<file path="src/cpsKey_macros.svh">
/*
 * CPS2 key loader constants
 * frame length, register widths and table size shared by RTL and testbench
 */
`ifndef CPS_KEY_MACROS_SVH
`define CPS_KEY_MACROS_SVH

// bytes in one key frame from the host
`define CPS_KEY_BYTES 20

// raw shift register, 20 bytes
`define CPS_RAW_W 160

// decryption key, fields 7 6 9 8
`define CPS_KEY_W 64

// running board checksum
`define CPS_SUM_W 12

// 68000 word address, A23..A1
`define CPS_ADDR_W 23

// entries in the known board sum table
`define CPS_KNOWN_N 16

`endif

</file>
<file path="src/cpsKeyPkg.sv">
/*
 * CPS2 key types
 * vector typedefs for the key path and the table of known board checksums
 */
`default_nettype none

`include "cpsKey_macros.svh"

package cpsKeyPkg;

    typedef logic [7:0]               keyByte_t;  // host config byte
    typedef logic [`CPS_RAW_W-1:0]    rawKey_t;   // shifted-in frame
    typedef logic [`CPS_KEY_W-1:0]    cpsKey_t;   // unscrambled key
    typedef logic [15:0]              addrRng_t;  // upper limit, A23..A8 units
    typedef logic [`CPS_SUM_W-1:0]    keySum_t;   // board checksum
    typedef logic [`CPS_ADDR_W-1:0]   romAddr_t;  // cpu word address
    typedef logic [15:0]              romWord_t;  // program word
    typedef logic [4:0]               byteCnt_t;  // 0..20 bytes loaded

    // sums seen on real boards, first entries of the game list
    localparam keySum_t knownSums [`CPS_KNOWN_N] = '{
        12'h4C7, 12'hE81, 12'hFC6, 12'h0CA,
        12'h204, 12'hF12, 12'h03D, 12'hEE2,
        12'h247, 12'h147, 12'h16A, 12'h08A,
        12'h03B, 12'hDC6, 12'hF79, 12'h1C1
    };

endpackage

`default_nettype wire

</file>
<file path="src/cpsKeyLoad.sv">
/*
 * CPS2 key loader
 * detects host write edges, shifts bytes into the raw frame register,
 * counts the frame and unscrambles the key and address limit
 */
`timescale 1ns/1ps
`default_nettype none

`include "cpsKey_macros.svh"

module cpsKeyLoad import cpsKeyPkg::*; (
    input  wire logic     clk,
    input  wire logic     rst,
    input  wire keyByte_t keyByte,
    input  wire logic     keyWe,
    output logic          byteStb,
    output keyByte_t      loadByte,
    output logic          keyFull,
    output cpsKey_t       key,
    output addrRng_t      addrRng
);

    logic     weLast;   // keyWe one cycle ago
    logic     weRise;   // host write edge
    rawKey_t  raw;      // newest byte at the top
    byteCnt_t cnt;      // bytes in current frame

    // one 16-bit config field, MSB first
    // bits 16k+10..15, then 16k..16k+7, then the two bits below the field
    function automatic logic [15:0] unField(rawKey_t r, int k);
        logic [15:0] f;
        int          base;
        base = 16 * k;
        for (int b = 0; b < 6; b++) begin
            f[15-b] = r[base+10+b];
        end
        for (int b = 0; b < 8; b++) begin
            f[9-b] = r[base+b];
        end
        f[1] = r[(base + `CPS_RAW_W - 8) % `CPS_RAW_W];  // field 0 wraps to 152
        f[0] = r[(base + `CPS_RAW_W - 7) % `CPS_RAW_W];  // and 153
        return f;
    endfunction

    assign weRise  = keyWe & ~weLast;
    assign keyFull = (cnt == byteCnt_t'(`CPS_KEY_BYTES));

    // edge detect stage
    always_ff @(posedge clk or posedge rst) begin
        if (rst) begin
            weLast  <= 1'b0;
            byteStb <= 1'b0;
        end else begin
            weLast  <= keyWe;
            byteStb <= weRise;  // one pulse per host write
        end
    end

    always_ff @(posedge clk) begin
        if (weRise) begin
            loadByte <= keyByte;  // held beside byteStb
        end
    end

    // store stage, a byte on a full frame opens a new frame
    always_ff @(posedge clk or posedge rst) begin
        if (rst) begin
            raw <= '0;
            cnt <= '0;
        end else if (byteStb) begin
            raw <= {loadByte, raw[`CPS_RAW_W-1:8]};  // enter at top, shift down
            if (keyFull) begin
                cnt <= byteCnt_t'(1);
            end else begin
                cnt <= cnt + 1'b1;
            end
        end
    end

    // config word order is 0 1 2 3 4 5 7 6 9 8, only 0 and 6..9 are used
    assign addrRng = unField(raw, 0);
    assign key     = {unField(raw, 7), unField(raw, 6), unField(raw, 9), unField(raw, 8)};

    aCntMax: assert property (@(posedge clk) disable iff (rst)
        cnt <= byteCnt_t'(`CPS_KEY_BYTES))
        else $error("key byte count above frame length");

endmodule

`default_nettype wire

</file>
<file path="src/cpsKeyCheck.sv">
/*
 * CPS2 board checksum
 * running 12-bit sum of the key bytes, matched against the known board sums
 */
`timescale 1ns/1ps
`default_nettype none

`include "cpsKey_macros.svh"

module cpsKeyCheck import cpsKeyPkg::*; (
    input  wire logic     clk,
    input  wire logic     rst,
    input  wire logic     byteStb,
    input  wire keyByte_t loadByte,
    input  wire logic     keyFull,
    output logic          keyOk
);

    keySum_t sum;     // sum of current frame
    keySum_t sumBase; // start value for this byte
    logic    sumHit;  // sum is a known board

    // xor 065 first unless only bits 5:4 are set, then add signed byte
    function automatic keySum_t nextSum(keySum_t s, keyByte_t b);
        keySum_t t;
        t = s;
        if ((b & 8'hCF) != 8'h00) begin
            t = t ^ keySum_t'(12'h065);
        end
        return t + {{(`CPS_SUM_W-8){b[7]}}, b};  // mod 4096
    endfunction

    assign sumBase = keyFull ? '0 : sum;  // full frame, next byte restarts

    always_ff @(posedge clk or posedge rst) begin
        if (rst) begin
            sum <= '0;
        end else if (byteStb) begin
            sum <= nextSum(sumBase, loadByte);
        end
    end

    // parallel compare against the table
    always_comb begin
        sumHit = 1'b0;
        for (int i = 0; i < `CPS_KNOWN_N; i++) begin
            if (sum == knownSums[i]) begin
                sumHit = 1'b1;
            end
        end
    end

    // a byte in flight moves sum and count, hold keyOk low for it
    always_ff @(posedge clk or posedge rst) begin
        if (rst) begin
            keyOk <= 1'b0;
        end else begin
            keyOk <= keyFull & sumHit & ~byteStb;
        end
    end

    // keyFull comes from the loader, keyOk must never lead it
    aOkFull: assert property (@(posedge clk) disable iff (rst) keyOk |-> keyFull)
        else $error("keyOk high without a full key frame");

endmodule

`default_nettype wire

</file>
<file path="src/cpsOpDecrypt.sv">
/*
 * CPS2 opcode decryptor
 * checks the fetch against the address limit, XORs an address-rotated
 * key slice onto the word and registers it with its valid
 */
`timescale 1ns/1ps
`default_nettype none

`include "cpsKey_macros.svh"

module cpsOpDecrypt import cpsKeyPkg::*; (
    input  wire logic     clk,
    input  wire logic     rst,
    input  wire romAddr_t fetchAddr,
    input  wire logic     fetchValid,
    input  wire romWord_t encWord,
    input  wire cpsKey_t  key,
    input  wire addrRng_t addrRng,
    input  wire logic     keyOk,
    output romWord_t      decWord,
    output logic          decValid
);

    logic        inRange;  // word is encrypted
    logic [1:0]  sliceSel; // key slice, 0 is key[15:0]
    logic [3:0]  rotAmt;   // left rotate amount
    romWord_t    slice;
    logic [31:0] rotDbl;   // doubled slice for rotate
    romWord_t    mask;
    romWord_t    plain;

    assign sliceSel = fetchAddr[1:0];
    assign rotAmt   = fetchAddr[5:2];

    // limit is compared on A23..A8, i.e. word address bits 22:7
    assign inRange = keyOk && (fetchAddr[`CPS_ADDR_W-1:7] < addrRng);

    assign slice  = key[16*sliceSel +: 16];
    assign rotDbl = {slice, slice} << rotAmt;
    assign mask   = rotDbl[31:16];  // slice rotated left

    assign plain = inRange ? (encWord ^ mask) : encWord;  // unknown board passes through

    always_ff @(posedge clk or posedge rst) begin
        if (rst) begin
            decValid <= 1'b0;
        end else begin
            decValid <= fetchValid;  // fixed one cycle latency
        end
    end

    always_ff @(posedge clk) begin
        if (fetchValid) begin
            decWord <= plain;
        end
    end

    aValidLat: assert property (@(posedge clk) disable iff (rst) fetchValid |=> decValid)
        else $error("decValid missing one cycle after fetchValid");

    aValidSrc: assert property (@(posedge clk) disable iff (rst)
        decValid |-> $past(fetchValid))
        else $error("decValid without a fetch one cycle before");

endmodule

`default_nettype wire

</file>
<file path="src/cpsKeyTop.sv">
/*
 * CPS2 key loader and opcode decryptor top
 * connects key loading, board check and word decryption
 */
`timescale 1ns/1ps
`default_nettype none

module cpsKeyTop import cpsKeyPkg::*; (
    input  wire logic     clk,
    input  wire logic     rst,
    input  wire keyByte_t keyByte,
    input  wire logic     keyWe,
    input  wire romAddr_t fetchAddr,
    input  wire logic     fetchValid,
    input  wire romWord_t encWord,
    output romWord_t      decWord,
    output logic          decValid,
    output logic          keyOk,
    output addrRng_t      addrRng
);

    logic     byteStb;  // one pulse per host byte
    keyByte_t loadByte;
    logic     keyFull;  // 20 bytes in frame
    cpsKey_t  key;

    cpsKeyLoad i_cpsKeyLoad (
        .clk, .rst, .keyByte, .keyWe,
        .byteStb, .loadByte, .keyFull, .key, .addrRng
    );

    cpsKeyCheck i_cpsKeyCheck (
        .clk, .rst, .byteStb, .loadByte, .keyFull, .keyOk
    );

    cpsOpDecrypt i_cpsOpDecrypt (
        .clk, .rst, .fetchAddr, .fetchValid, .encWord,
        .key, .addrRng, .keyOk, .decWord, .decValid
    );

endmodule

`default_nettype wire

</file>
<file path="config.mk">
export PLATFORM = sky130hd
export DESIGN_NAME = cpsKeyTop
export DESIGN_NICKNAME = d
export VERILOG_FILES = /design/src/cpsKeyPkg.sv /design/src/cpsKeyLoad.sv /design/src/cpsKeyCheck.sv /design/src/cpsOpDecrypt.sv /design/src/cpsKeyTop.sv
export VERILOG_INCLUDE_DIRS = /design/src
export SDC_FILE = /design/constraint.sdc
export NUM_CORES = 1
export LEC_CHECK = 0
export ABC_AREA = 1
export BUFFER_PORTS_ARGS = -buffer_cell sky130_fd_sc_hd__buf_2
export CAP_MARGIN = 20
export CORE_MARGIN = 1
export CORE_UTILIZATION = 55
export CTS_BUF_LIST = sky130_fd_sc_hd__clkbuf_8
export DETAILED_ROUTE_END_ITERATION = 10
export PLACE_DENSITY_LB_ADDON = 0.05
export SYNTH_ARGS = -nofsm -noshare
export SYNTH_HDL_FRONTEND = slang
export SYNTH_HIERARCHICAL = 1
export SYNTH_SLANG_ARGS = --single-unit
</file>
<file path="constraint.sdc">
create_clock -name clk -period 10.9 [get_ports clk]
set_clock_uncertainty 0.2 [all_clocks]
set_input_delay 1.09 -clock clk [delete_from_list [all_inputs] [get_ports clk]]
set_output_delay 1.09 -clock clk [all_outputs]
set_load 0.01 [all_outputs]
</file>
==> reports/qor.txt, run 1 <==
Status: complete, no violations
CP Launch Point: i_cpsKeyLoad/cnt[0]$_DFFE_PP0P_
MaxCap Viol Count: 0
Vias: 8746
Routed wire length per instance: 13.3 um
PwrDens: 178 mW/mm2
Hold Vio Cnt, Final: 0
CP required: 11.06 ns
Worst Hold Class: reg2reg
Syn_nets: 1495
EDFF count, synth: 24
Core ar.: 0.0212 mm2
Clock Latency Late Sink: 0.51 ns
Placed cell area: 0.0118 mm2
Number of setup buffers added after CTS: 0
Async SR Flop Fraction: 88.3%
GRT Total Usage: 21.0%
Final setup fails: 0
Worst Path Class, Setup: reg2reg
Synth cell types: 37
Global-route wire length before repair: 38200 um
Clk slew on worst S/H paths: 0.06 ns
Worst EP arrival: 3.29 ns
CTS Hold Bufs: 0
End point of the critical path: i_cpsKeyCheck/sum[8]$_DFFE_PP0P_
Worst reg2reg setup slack: 7.77 ns
Clock Sinks: 205
PostCTS Resize Cnt: 0
Critical Path End Type: register
Area Overhead vs Synth: 3.88%
Crit path cell chain: inv_1, ha_1, nand3_1, nor2_1, buf_4, nor2_1, xor2_1, ha_1, inv_1, fa_1, inv_1, nand3_1, nand2_1, nand4_1, nand2_1, nand2_1, nand3_1, o21ai_0
Relative slew slack: 36.6%
HPWL after DPL: 16100 um
Initial Utilization: 56.7%
CP Max Fanout: 12
Sequential share of the synthesized area: 43.7%
Top FF cell, synth: dfrtp_1
Cell accounting for the most synthesized area: dfrtp_1
Total wire length: 22700 um
Initial antenna violation count: 0
Slowest stage delay, CP: 0.41 ns
Die height: 150 um
CP max-delay cell: dfrtp_1
Maximum clock rate: 320 MHz
Final core utilization: 58.9%
Minimum clock period: 3.13 ns
Nets: 1479
Total CTS buffers: 36
Hold path start: i_cpsKeyLoad/raw[73]$_DFFE_PP0P_
Share of cells above drive strength 1: 21.1%
Drt first pass iters: 5
Tot Pwr: 2.22 mW
DRT iter0 DRCs: 394
Post-Synthesis Cells: 1415
Synth top area share: 37.7%
Grt ovf: 0
Die Wd: 150 um
Fill count: 2038
#FFs+latches synth: 205
R2R depth: 18
I/O pin count: 85
Reg2reg end: i_cpsKeyCheck/sum[8]$_DFFE_PP0P_
Placement row count: 53
Clock root buffer: clkbuf_8
Port buffer count: 83
Mapped Area: 0.0120 mm2
Reg area: 0.00525 mm2
Largest cells by area after synthesis: dfrtp_1 38%, nand2_1 12%, nand3_2 9.2%
Type of origin of the critical path: register
Largest vdd supply drop: 0.103 mV
Worst-margin pin slew: 0.951 ns
Yosys warns: 6
Die area: 0.0225 mm2
CTS max path bufs: 3
Routed Antenna Nets: 0
Footprint of the multi-input gates: 0.00510 mm2
Routability congestion estimate: 0.888
Ant. Diodes: 0
Mean Syn Cell Area: 8.50 um2
Vias in the first global route: 8098
Residual DRC count: 0
CTS tree: built
R2r startpoint: i_cpsKeyLoad/cnt[0]$_DFFE_PP0P_
Max-slew violations: 0
CTS HTree Levels: 2
Period utilization: 28.7%
Final TNS setup: 0 ns
Post-route cell area: 0.0125 mm2
RSZ-0062 raised after global routing: no
Leak: 6.02 nW
Largest net degree at the start of global routing: 93
DR vias/cell: 5.14
sequential cells by signal, summed over array words and instances, names as in the netlist:
name / count
i_cpsKeyCheck/sum: 12
i_cpsOpDecrypt/decValid: 1
i_cpsKeyLoad/weLast: 1
i_cpsKeyLoad/cnt: 5
i_cpsKeyLoad/byteStb: 1
i_cpsOpDecrypt/decWord: 16
i_cpsKeyCheck/keyOk: 1
i_cpsKeyLoad/loadByte: 8
i_cpsKeyLoad/raw: 160
where the power goes:
group          internal, mW  total (mW)  switching (mW)
registers             0.903       0.990          0.0869
clock network         0.378       0.675           0.297
logic                 0.193       0.558           0.365
metal layers:
metal  GRT usage, %  share of wire [%]
met5              0                  0
met4           6.01                1.7
met3           3.57                3.9
met2           32.9                 46
met1           29.9                 49
worst min path at each step:
stage	end	slack, ns	cells after the start
after global placement	i_cpsKeyLoad/raw[65]$_DFFE_PP0P_	0.26	2
after detailed placement	i_cpsKeyLoad/raw[69]$_DFFE_PP0P_	0.26	2
after floorplan	i_cpsKeyLoad/raw[64]$_DFFE_PP0P_	0.24	2
final	i_cpsKeyLoad/raw[65]$_DFFE_PP0P_	0.27	2
after CTS	i_cpsOpDecrypt/decValid$_DFF_PP0_	0.24	2
after global routing	i_cpsOpDecrypt/decValid$_DFF_PP0_	0.24	2
synthesized netlist by cell type, types with 10 or more instances:
cell type  number
nand2_4        10
nand4_1        23
o21ai_0       161
buf_6          13
inv_1         151
nand2_2        11
nor2_1         53
nand3_1        80
ha_1           28
nand2_1       374
buf_2          19
nand3_4        12
edfxtp_1       24
clkbuf_1       16
buf_4          90
nand3_2       110
a21oi_1        14
dfrtp_1       181
placed cells by master (no fill, tap or decap), drive strengths merged:
cell type and instances:
o21ai 164, nand4 23, ha 28, o22ai 2
clkinv 2, and2 1, clkbuf 46, nor2 58
nand2 395, buf 89, nand3b 3, nand3 202
dfrtp 181, a21boi 1, fa 1, nor4 1
nor3 4, inv 176, xor2 6, edfxtp 24
o21bai 2, a21oi 16
final cells by class:
cell class	count	area share [%]
tap	275	2.75
inverter	160	5.01
clock inverter	18	0.601
sequential	205	42.1
clock buffer	46	5.07
multi-input combinational	907	40.8
timing repair buffer	89	3.69
worst max-delay path: cells and delay by family (launching register included):
family                   cells  cell delay (ns)
AND/OR/NAND/NOR              9             0.89
flip-flops                   1             0.41
buffers and inverters        4             0.53
XOR/XNOR                     1             0.15
adder cells (fa/ha/maj)      3             0.72
AO/OA/AOI/OAI                1             0.09
metrics by stage:
stage | instances | hold WS, ns | setup WS [ns]
floorplan | 1415 | 0.242 | 5.09
global placement | 1636 | 0.256 | 7.51
detailed placement | 1636 | 0.260 | 7.50
CTS | 1700 | 0.241 | 7.76
global route | 1700 | 0.241 | 7.54
finish | 1700 | 0.269 | 7.77
kinds of logic (layout without fill, tap and decap cells):
kind of cell	Yosys count	count (layout)	share of synthesized area, %
compound gates	185	185	7.91
xor+xnor	6	6	0.437
fa+ha+maj	29	29	3.08
buf+inv	303	313	13.9
flops	205	205	43.7
simple gates	687	687	31.0
No activity file was read; power rests on OpenSTA's default activity.
==> run 2, diff against run 1 <==
==> constraint.sdc (replaced) <==
create_clock -name clk -period 2.6 [get_ports clk]
set_clock_uncertainty 0.2 [all_clocks]
set_input_delay 0.26 -clock clk [delete_from_list [all_inputs] [get_ports clk]]
set_output_delay 0.26 -clock clk [all_outputs]
set_load 0.01 [all_outputs]
==> run 2 against run 1 <==
  * Combinational power grew to 4.9 times the previous value
  * Sequential cell count stayed put
  * Clock-buffer cell count is 4 lower
  * Sequential power grew to 4.2 times the previous value
  * Setup slack worse by 7.7 ns
  * Die area stayed put
  * Critical path depth is 2 lower
==> reports/qor.txt, run 2 (synthesis gave the netlist of run 1 again) <==
Top reg by flops: i_cpsKeyLoad/raw (unchanged)
Fill count: 1891 (was 2038)
Footprint of the multi-input gates: 0.00522 mm2 (was 0.00510 mm2)
MaxCap Viol Count: 0 (unchanged)
Pre-CTS setup slack: -0.0718 ns (was 7.50 ns)
DRT iter0 DRCs: 555 (was 394)
Port buffer count: 83 (unchanged)
Die area: 0.0225 mm2 (unchanged)
DR vias/cell: 5.09 (was 5.14)
Largest vdd supply drop: 0.465 mV (was 0.103 mV)
Relative slew slack: 51.9% (was 36.6%)
PwrDens: 737 mW/mm2 (was 178 mW/mm2)
Initial antenna violation count: 0 (unchanged)
Status: complete, no violations (unchanged)
Die Wd: 150 um (unchanged)
HPWL after DPL: 17300 um (was 16100 um)
Placement row count: 53 (unchanged)
CP Buf/Inv Count: 3 (was 4)
Minimum clock period: 2.57 ns (was 3.13 ns)
Slowest stage delay, CP: 0.38 ns (was 0.41 ns)
Vias: 9021 (was 8746)
Leak: 6.36 nW (was 6.02 nW)
Clock Sinks: 205 (unchanged)
CTS max path bufs: 3 (unchanged)
Routed Antenna Nets: 0 (unchanged)
Most common cell after layout, fill and taps aside: nand2_1 (unchanged)
Core ar.: 0.0212 mm2 (unchanged)
Crit path cell chain: inv_2, ha_4, nand3_4, nor2_4, buf_6, buf_6, nor2_1, xor2_1, ha_1, nand2_2, nor2_2, o21ai_2, nand3_1, nand2_1, nand3_1, nand2_1 (was inv_1, ha_1, nand3_1, nor2_1, buf_4, nor2_1, xor2_1, ha_1, inv_1, fa_1, inv_1, nand3_1, nand2_1, nand4_1, nand2_1, nand2_1, nand3_1, o21ai_0)
Die height: 150 um (unchanged)
Final setup fails: 0 (unchanged)
Tot Pwr: 9.81 mW (was 2.22 mW)
Hold Vio Cnt, Final: 0 (unchanged)
Ant. Diodes: 0 (unchanged)
Nets: 1551 (was 1479)
Worst-margin pin slew: 0.721 ns (was 0.951 ns)
Worst EP arrival: 2.77 ns (was 3.29 ns)
Reg area: 0.00525 mm2 (unchanged)
Placed Cells: 1670 (was 1636)
RSZ-0062 raised after global routing: yes (was no)
GRT Total Usage: 22.7% (was 21.0%)
Routability congestion estimate: 0.890 (was 0.888)
CTS tree: built (unchanged)
Top Registers: i_cpsKeyLoad/raw: 160 flops, i_cpsOpDecrypt/decWord: 16 flops, i_cpsKeyCheck/sum: 12 flops (unchanged)
CP max-delay cell: dfrtp_1 (unchanged)
Post-route setup slack: 0.0252 ns (was 7.77 ns)
Type of origin of the critical path: register (unchanged)
Period utilization: 99.0% (was 28.7%)
Initial Utilization: 56.7% (unchanged)
Area Overhead vs Synth: 10.6% (was 3.88%)
Vias in the first global route: 8642 (was 8098)
CP Max Fanout: 5 (was 12)
Critical Path End Type: register (unchanged)
Largest net degree at the start of global routing: 94 (was 93)
Worst Hold Class: in2async (was reg2reg)
Total wire length: 24900 um (was 22700 um)
Residual DRC count: 0 (unchanged)
CP required: 2.80 ns (was 11.06 ns)
Clk slew on worst S/H paths: 0.06 ns (about the same)
Post-route insts no fill: 1773 (was 1700)
Max-slew violations: 0 (unchanged)
I/O pin count: 85 (unchanged)
Drt first pass iters: 5 (unchanged)
Clock Latency Late Sink: 0.53 ns (was 0.51 ns)
CTS HTree Levels: 2 (unchanged)
Max reg flops: 160 (unchanged)
Clock root buffer: clkbuf_8 (unchanged)
Most frequent cells in the layout: 371 x nand2_1, 180 x dfrtp_1, 159 x o21ai_0 (was 374 x nand2_1, 180 x dfrtp_1, 165 x inv_1)
Critical path's top delay family: simple AND/OR/NAND/NOR gates (unchanged)
Total CTS buffers: 37 (was 36)
Routed wire length per instance: 14.0 um (was 13.3 um)
Grt ovf: 0 (unchanged)
Final TNS setup: 0 ns (unchanged)
Worst Path Class, Setup: reg2reg (unchanged)
Global-route wire length before repair: 41100 um (was 38200 um)
Share of cells above drive strength 1: 24.9% (was 21.1%)
Maximum clock rate: 388 MHz (was 320 MHz)
[run 2: cell count changes in the layout (fill, tap and decap cells not counted), sizes merged]
cell	change
clkinv	+6
clkbuf	-4
inv	-2
dlygate4sd3	+28
clkinvlp	+1
buf	+43
bufinv	+1
[run 2: tightest hold or removal path: stages]
cell	delay, ns
dlygate4sd3_1	0.53
buf_2	0.16
clkinvlp_4	0.33
[run 2: what timing repair did]
action                                  in CTS  in global routing
hold buffers                                28                  0
endpoints found under the setup margin       5                  9
resized for setup                            4                 24
endpoints found under the hold margin      109                  0
pin swaps                                    5                 17
buffers inserted                             1                  8
[run 2: area by class of cell]
type	instances	share of cell area, %
inverter	160	4.69
clock buffer	42	4.34
sequential	205	39.5
timing repair buffer	160	8.61
clock inverter	24	1.01
tap	275	2.59
multi-input combinational	907	39.3
[run 2: metal layers]
layer	GRT usage [%]	up-vias	routed length (um)
met4	6.06	0	428
li1	-	4610	-
met1	32.3	4227	12200
met2	35.6	149	11300
met5	0	-	0
met3	4.24	35	963
[run 2: final timing paths]
path	start	endpoint	slack (ns)	cells past startpoint
worst max-delay path	i_cpsKeyLoad/cnt[1]$_DFFE_PP0P_	i_cpsKeyCheck/sum[11]$_DFFE_PP0P_	0.03	16
worst min-delay path	rst	i_cpsKeyLoad/raw[106]$_DFFE_PP0P_	0.14	3
worst max register to register	i_cpsKeyLoad/cnt[1]$_DFFE_PP0P_	i_cpsKeyCheck/sum[11]$_DFFE_PP0P_	0.03	16
worst min register to register	i_cpsKeyLoad/raw[71]$_DFFE_PP0P_	i_cpsKeyLoad/raw[71]$_DFFE_PP0P_	0.27	2
max in group asynchronous	rst	i_cpsKeyLoad/raw[87]$_DFFE_PP0P_	1.24	4
min in group clk	fetchAddr[5]	i_cpsOpDecrypt/decWord[2]$_DFFE_PP_	0.17	5
[run 2: through the flow]
step | hold slack (ns) | utilization (%) | area [um2]
after floorplan | -0.211 | - | 12100
after global routing | 0.157 | 62.7 | 13300
after CTS | 0.125 | 62.0 | 13200
final | 0.141 | 62.7 | 13300
after detailed placement | -0.0382 | 57.2 | 12100
after global placement | -0.0418 | 57.2 | 12100
[run 2: report_power, final]
part / switching [mW] / total, mW / internal, mW
clock network: 1.31 / 2.89 / 1.59
logic: 1.71 / 2.75 / 1.05
registers: 0.374 / 4.16 / 3.78
==> run 3, diff against run 2 <==
--- a/config.mk
+++ b/config.mk
@@ -9,8 +9,9 @@
 export ABC_AREA = 1
 export BUFFER_PORTS_ARGS = -buffer_cell sky130_fd_sc_hd__buf_2
 export CAP_MARGIN = 20
+export CORE_ASPECT_RATIO = 0.75
 export CORE_MARGIN = 1
-export CORE_UTILIZATION = 55
+export CORE_UTILIZATION = 57
 export CTS_BUF_LIST = sky130_fd_sc_hd__clkbuf_8
 export DETAILED_ROUTE_END_ITERATION = 10
 export PLACE_DENSITY_LB_ADDON = 0.05
==> run 3 against run 2 <==
  * Clock-buffer cell count shrank 3
  * First-iteration DRC count increased by 18%
  * Setup slack got worse by 0.048 ns
  * The run now ends with negative setup slack left
  * Sequential cell count did not move
  * Cell area barely moved
  * Combinational power grew 2%
  * Die area shrank 3.4%
  * Highest routed layer unchanged
  * Worst hold slack gained 0.033 ns
==> reports/qor.txt, run 3 (synthesis gave the netlist of run 1 again) <==
Top reg by flops: i_cpsKeyLoad/raw (unchanged)
RSZ-0062 raised after global routing: yes (unchanged)
Top Registers: i_cpsKeyLoad/raw: 160 flops, i_cpsOpDecrypt/decWord: 16 flops, i_cpsKeyCheck/sum: 12 flops (unchanged)
Routed wire length per instance: 14.5 um (was 14.0 um)
Post-route setup slack: -0.0229 ns (was 0.0252 ns)
Initial antenna violation count: 0 (unchanged)
DR vias/cell: 5.20 (was 5.09)
Largest net degree at the start of global routing: 91 (was 94)
Pre-CTS setup slack: -0.149 ns (was -0.0718 ns)
CTS HTree Levels: 2 (unchanged)
Residual DRC count: 0 (unchanged)
Final setup fails: 6 (was 0)
Hold depth: 5
Routability congestion estimate: 0.866 (was 0.890)
Placement row count: 45 (was 53)
Period utilization: 101% (was 99.0%)
Type of origin of the critical path: register (unchanged)
Final core utilization: 65.1% (was 62.7%)
Worst Hold Class: in2reg (was in2async)
Worst Path Class, Setup: reg2reg (unchanged)
Global-route wire length before repair: 42400 um (was 41100 um)
Gate power share: 28.5% (was 28.1%)
Hold path start: fetchAddr[5]
Total wire length: 25700 um (was 24900 um)
Most common cell after layout, fill and taps aside: nand2_1 (unchanged)
Placed Cells: 1683 (was 1670)
Status: finished with violations (was complete, no violations)
CP required: 2.80 ns (about the same)
Max reg flops: 160 (unchanged)
PwrDens: 737 mW/mm2 (about the same)
Clock root buffer: clkbuf_8 (unchanged)
R2r startpoint: i_cpsKeyLoad/cnt[1]$_DFFE_PP0P_ (unchanged)
Hold Vio Cnt, Final: 0 (unchanged)
Reg2reg end: i_cpsKeyCheck/sum[9]$_DFFE_PP0P_ (was i_cpsKeyCheck/sum[11]$_DFFE_PP0P_)
Clock Latency Late Sink: 0.52 ns (was 0.53 ns)
Clk pwr share: 29.0% (was 29.5%)
Placed cell area: 0.0122 mm2 (was 0.0121 mm2)
CTS max path bufs: 3 (unchanged)
MaxCap Viol Count: 0 (unchanged)
Port buffer count: 83 (unchanged)
Cell Int Power: 6.40 mW (was 6.42 mW)
Hold EP: i_cpsOpDecrypt/decWord[14]$_DFFE_PP_
Critical Path End Type: register (unchanged)
Die height: 128 um (was 150 um)
Vias: 9241 (was 9021)
Max-slew violations: 0 (unchanged)
R2R depth: 15 (was 16)
Post-route insts no fill: 1776 (was 1773)
Post-route cell area: 0.0133 mm2 (about the same)
Sequential share of power: 42.5% (was 42.4%)
Initial Utilization: 58.8% (was 56.7%)
Die Wd: 170 um (was 150 um)
Die area: 0.0217 mm2 (was 0.0225 mm2)
Ant. Diodes: 0 (unchanged)
CTS tree: built (unchanged)
Worst-margin pin slew: 0.678 ns (was 0.721 ns)
Switching share of power: 34.7% (was 34.6%)
Maximum clock rate: 381 MHz (was 388 MHz)
I/O pin count: 85 (unchanged)
Minimum clock period: 2.62 ns (was 2.57 ns)
Core ar.: 0.0204 mm2 (was 0.0212 mm2)
Leak: 6.35 nW (was 6.36 nW)
Share of cells above drive strength 1: 24.8% (was 24.9%)
Grt ovf: 0 (unchanged)
Drt first pass iters: 5 (unchanged)
Largest vdd supply drop: 0.519 mV (was 0.465 mV)
Relative slew slack: 54.6% (was 51.9%)
P_sw: 3.41 mW (was 3.39 mW)
Total CTS buffers: 34 (was 37)
CP Max Fanout: 5 (unchanged)
Clock Sinks: 205 (unchanged)
Worst EP arrival: 2.82 ns (was 2.77 ns)
Worst reg2reg setup slack: -0.02 ns (was 0.03 ns)
GRT Total Usage: 24.5% (was 22.7%)
Routed Antenna Nets: 0 (unchanged)
Nets: 1552 (was 1551)
Failing checks: negative setup slack
Area Overhead vs Synth: 10.7% (was 10.6%)
Clk slew on worst S/H paths: 0.06 ns (about the same)
DRT iter0 DRCs: 657 (was 555)
Vias in the first global route: 8586 (was 8642)
Most frequent cells in the layout: 372 x nand2_1, 180 x dfrtp_1, 159 x o21ai_0 (was 371 x nand2_1, 180 x dfrtp_1, 159 x o21ai_0)
HPWL after DPL: 18300 um (was 17300 um)
## run 3: timing repair
action                                  4_1_cts  5_1_grt
pin swaps                                     5       10
endpoints found under the hold margin       224        0
endpoints found under the setup margin        9       10
setup buffers                                 3        4
hold buffers                                 28        0
gates resized for setup                       5       17
## run 3: power groups by stage
stage / sequential, mW / combinational, mW / clock (mW)
after floorplan: 4.10 / 2.21 / 0
after global placement: 4.20 / 2.55 / 0
after detailed placement: 4.21 / 2.60 / 0
after CTS: 4.16 / 2.69 / 2.93
after global routing: 4.23 / 3.16 / 3.09
final: 4.17 / 2.80 / 2.84
## run 3: worst max-delay path, stage by stage (launching register included)
cell,delay [ns]
dfrtp_1,0.39
inv_2,0.09
ha_4,0.15
nand3_4,0.07
nor2_4,0.19
buf_4,0.17
nor2_1,0.05
xor2_1,0.17
ha_1,0.35
nand2_1,0.14
nor2_2,0.16
nand3_1,0.11
nand3_1,0.09
nand2_1,0.05
nand3_1,0.07
nand2_1,0.05
## run 3: metal layers
layer	GRT usage, %	share of wire [%]	routed length [um]	vias to the layer above
met3	4.45	5.5	1410	43
met4	5.99	1.5	393	0
met5	0	0	0	-
met1	37.8	51	13100	4364
li1	-	-	-	4610
met2	35.2	42	10800	224
## run 3: worst max path at each step
stage | start | end | depth (start not counted)
CTS | i_cpsKeyLoad/cnt[1]$_DFFE_PP0P_ | i_cpsKeyCheck/sum[8]$_DFFE_PP0P_ | 17
finish | i_cpsKeyLoad/cnt[1]$_DFFE_PP0P_ | i_cpsKeyCheck/sum[9]$_DFFE_PP0P_ | 15
floorplan | i_cpsKeyLoad/cnt[0]$_DFFE_PP0P_ | i_cpsKeyCheck/sum[8]$_DFFE_PP0P_ | 18
detailed placement | i_cpsKeyLoad/cnt[1]$_DFFE_PP0P_ | i_cpsKeyCheck/sum[7]$_DFFE_PP0P_ | 14
global placement | i_cpsKeyLoad/cnt[1]$_DFFE_PP0P_ | i_cpsKeyCheck/sum[7]$_DFFE_PP0P_ | 14
global route | i_cpsKeyLoad/cnt[1]$_DFFE_PP0P_ | i_cpsKeyCheck/sum[8]$_DFFE_PP0P_ | 17
## run 3: layout make-up
cell class	instances	area, um2
Multi-Input combinational cell	907	5210
Sequential cell	205	5250
Fill cell	1788	7130
Inverter	160	624
Clock inverter	19	136
Clock buffer	39	537
Timing Repair Buffer	164	1200
Tap cell	282	353
## run 3: metrics by stage
stage / hold WS, ns / setup TNS, ns / total power, mW
floorplan: -0.211 / -0.0357 / 6.31
global placement: -0.0315 / -0.442 / 6.75
detailed placement: -0.0326 / -0.798 / 6.81
CTS: 0.145 / 0 / 9.78
global route: 0.189 / -1.02 / 10.5
finish: 0.174 / -0.0825 / 9.81
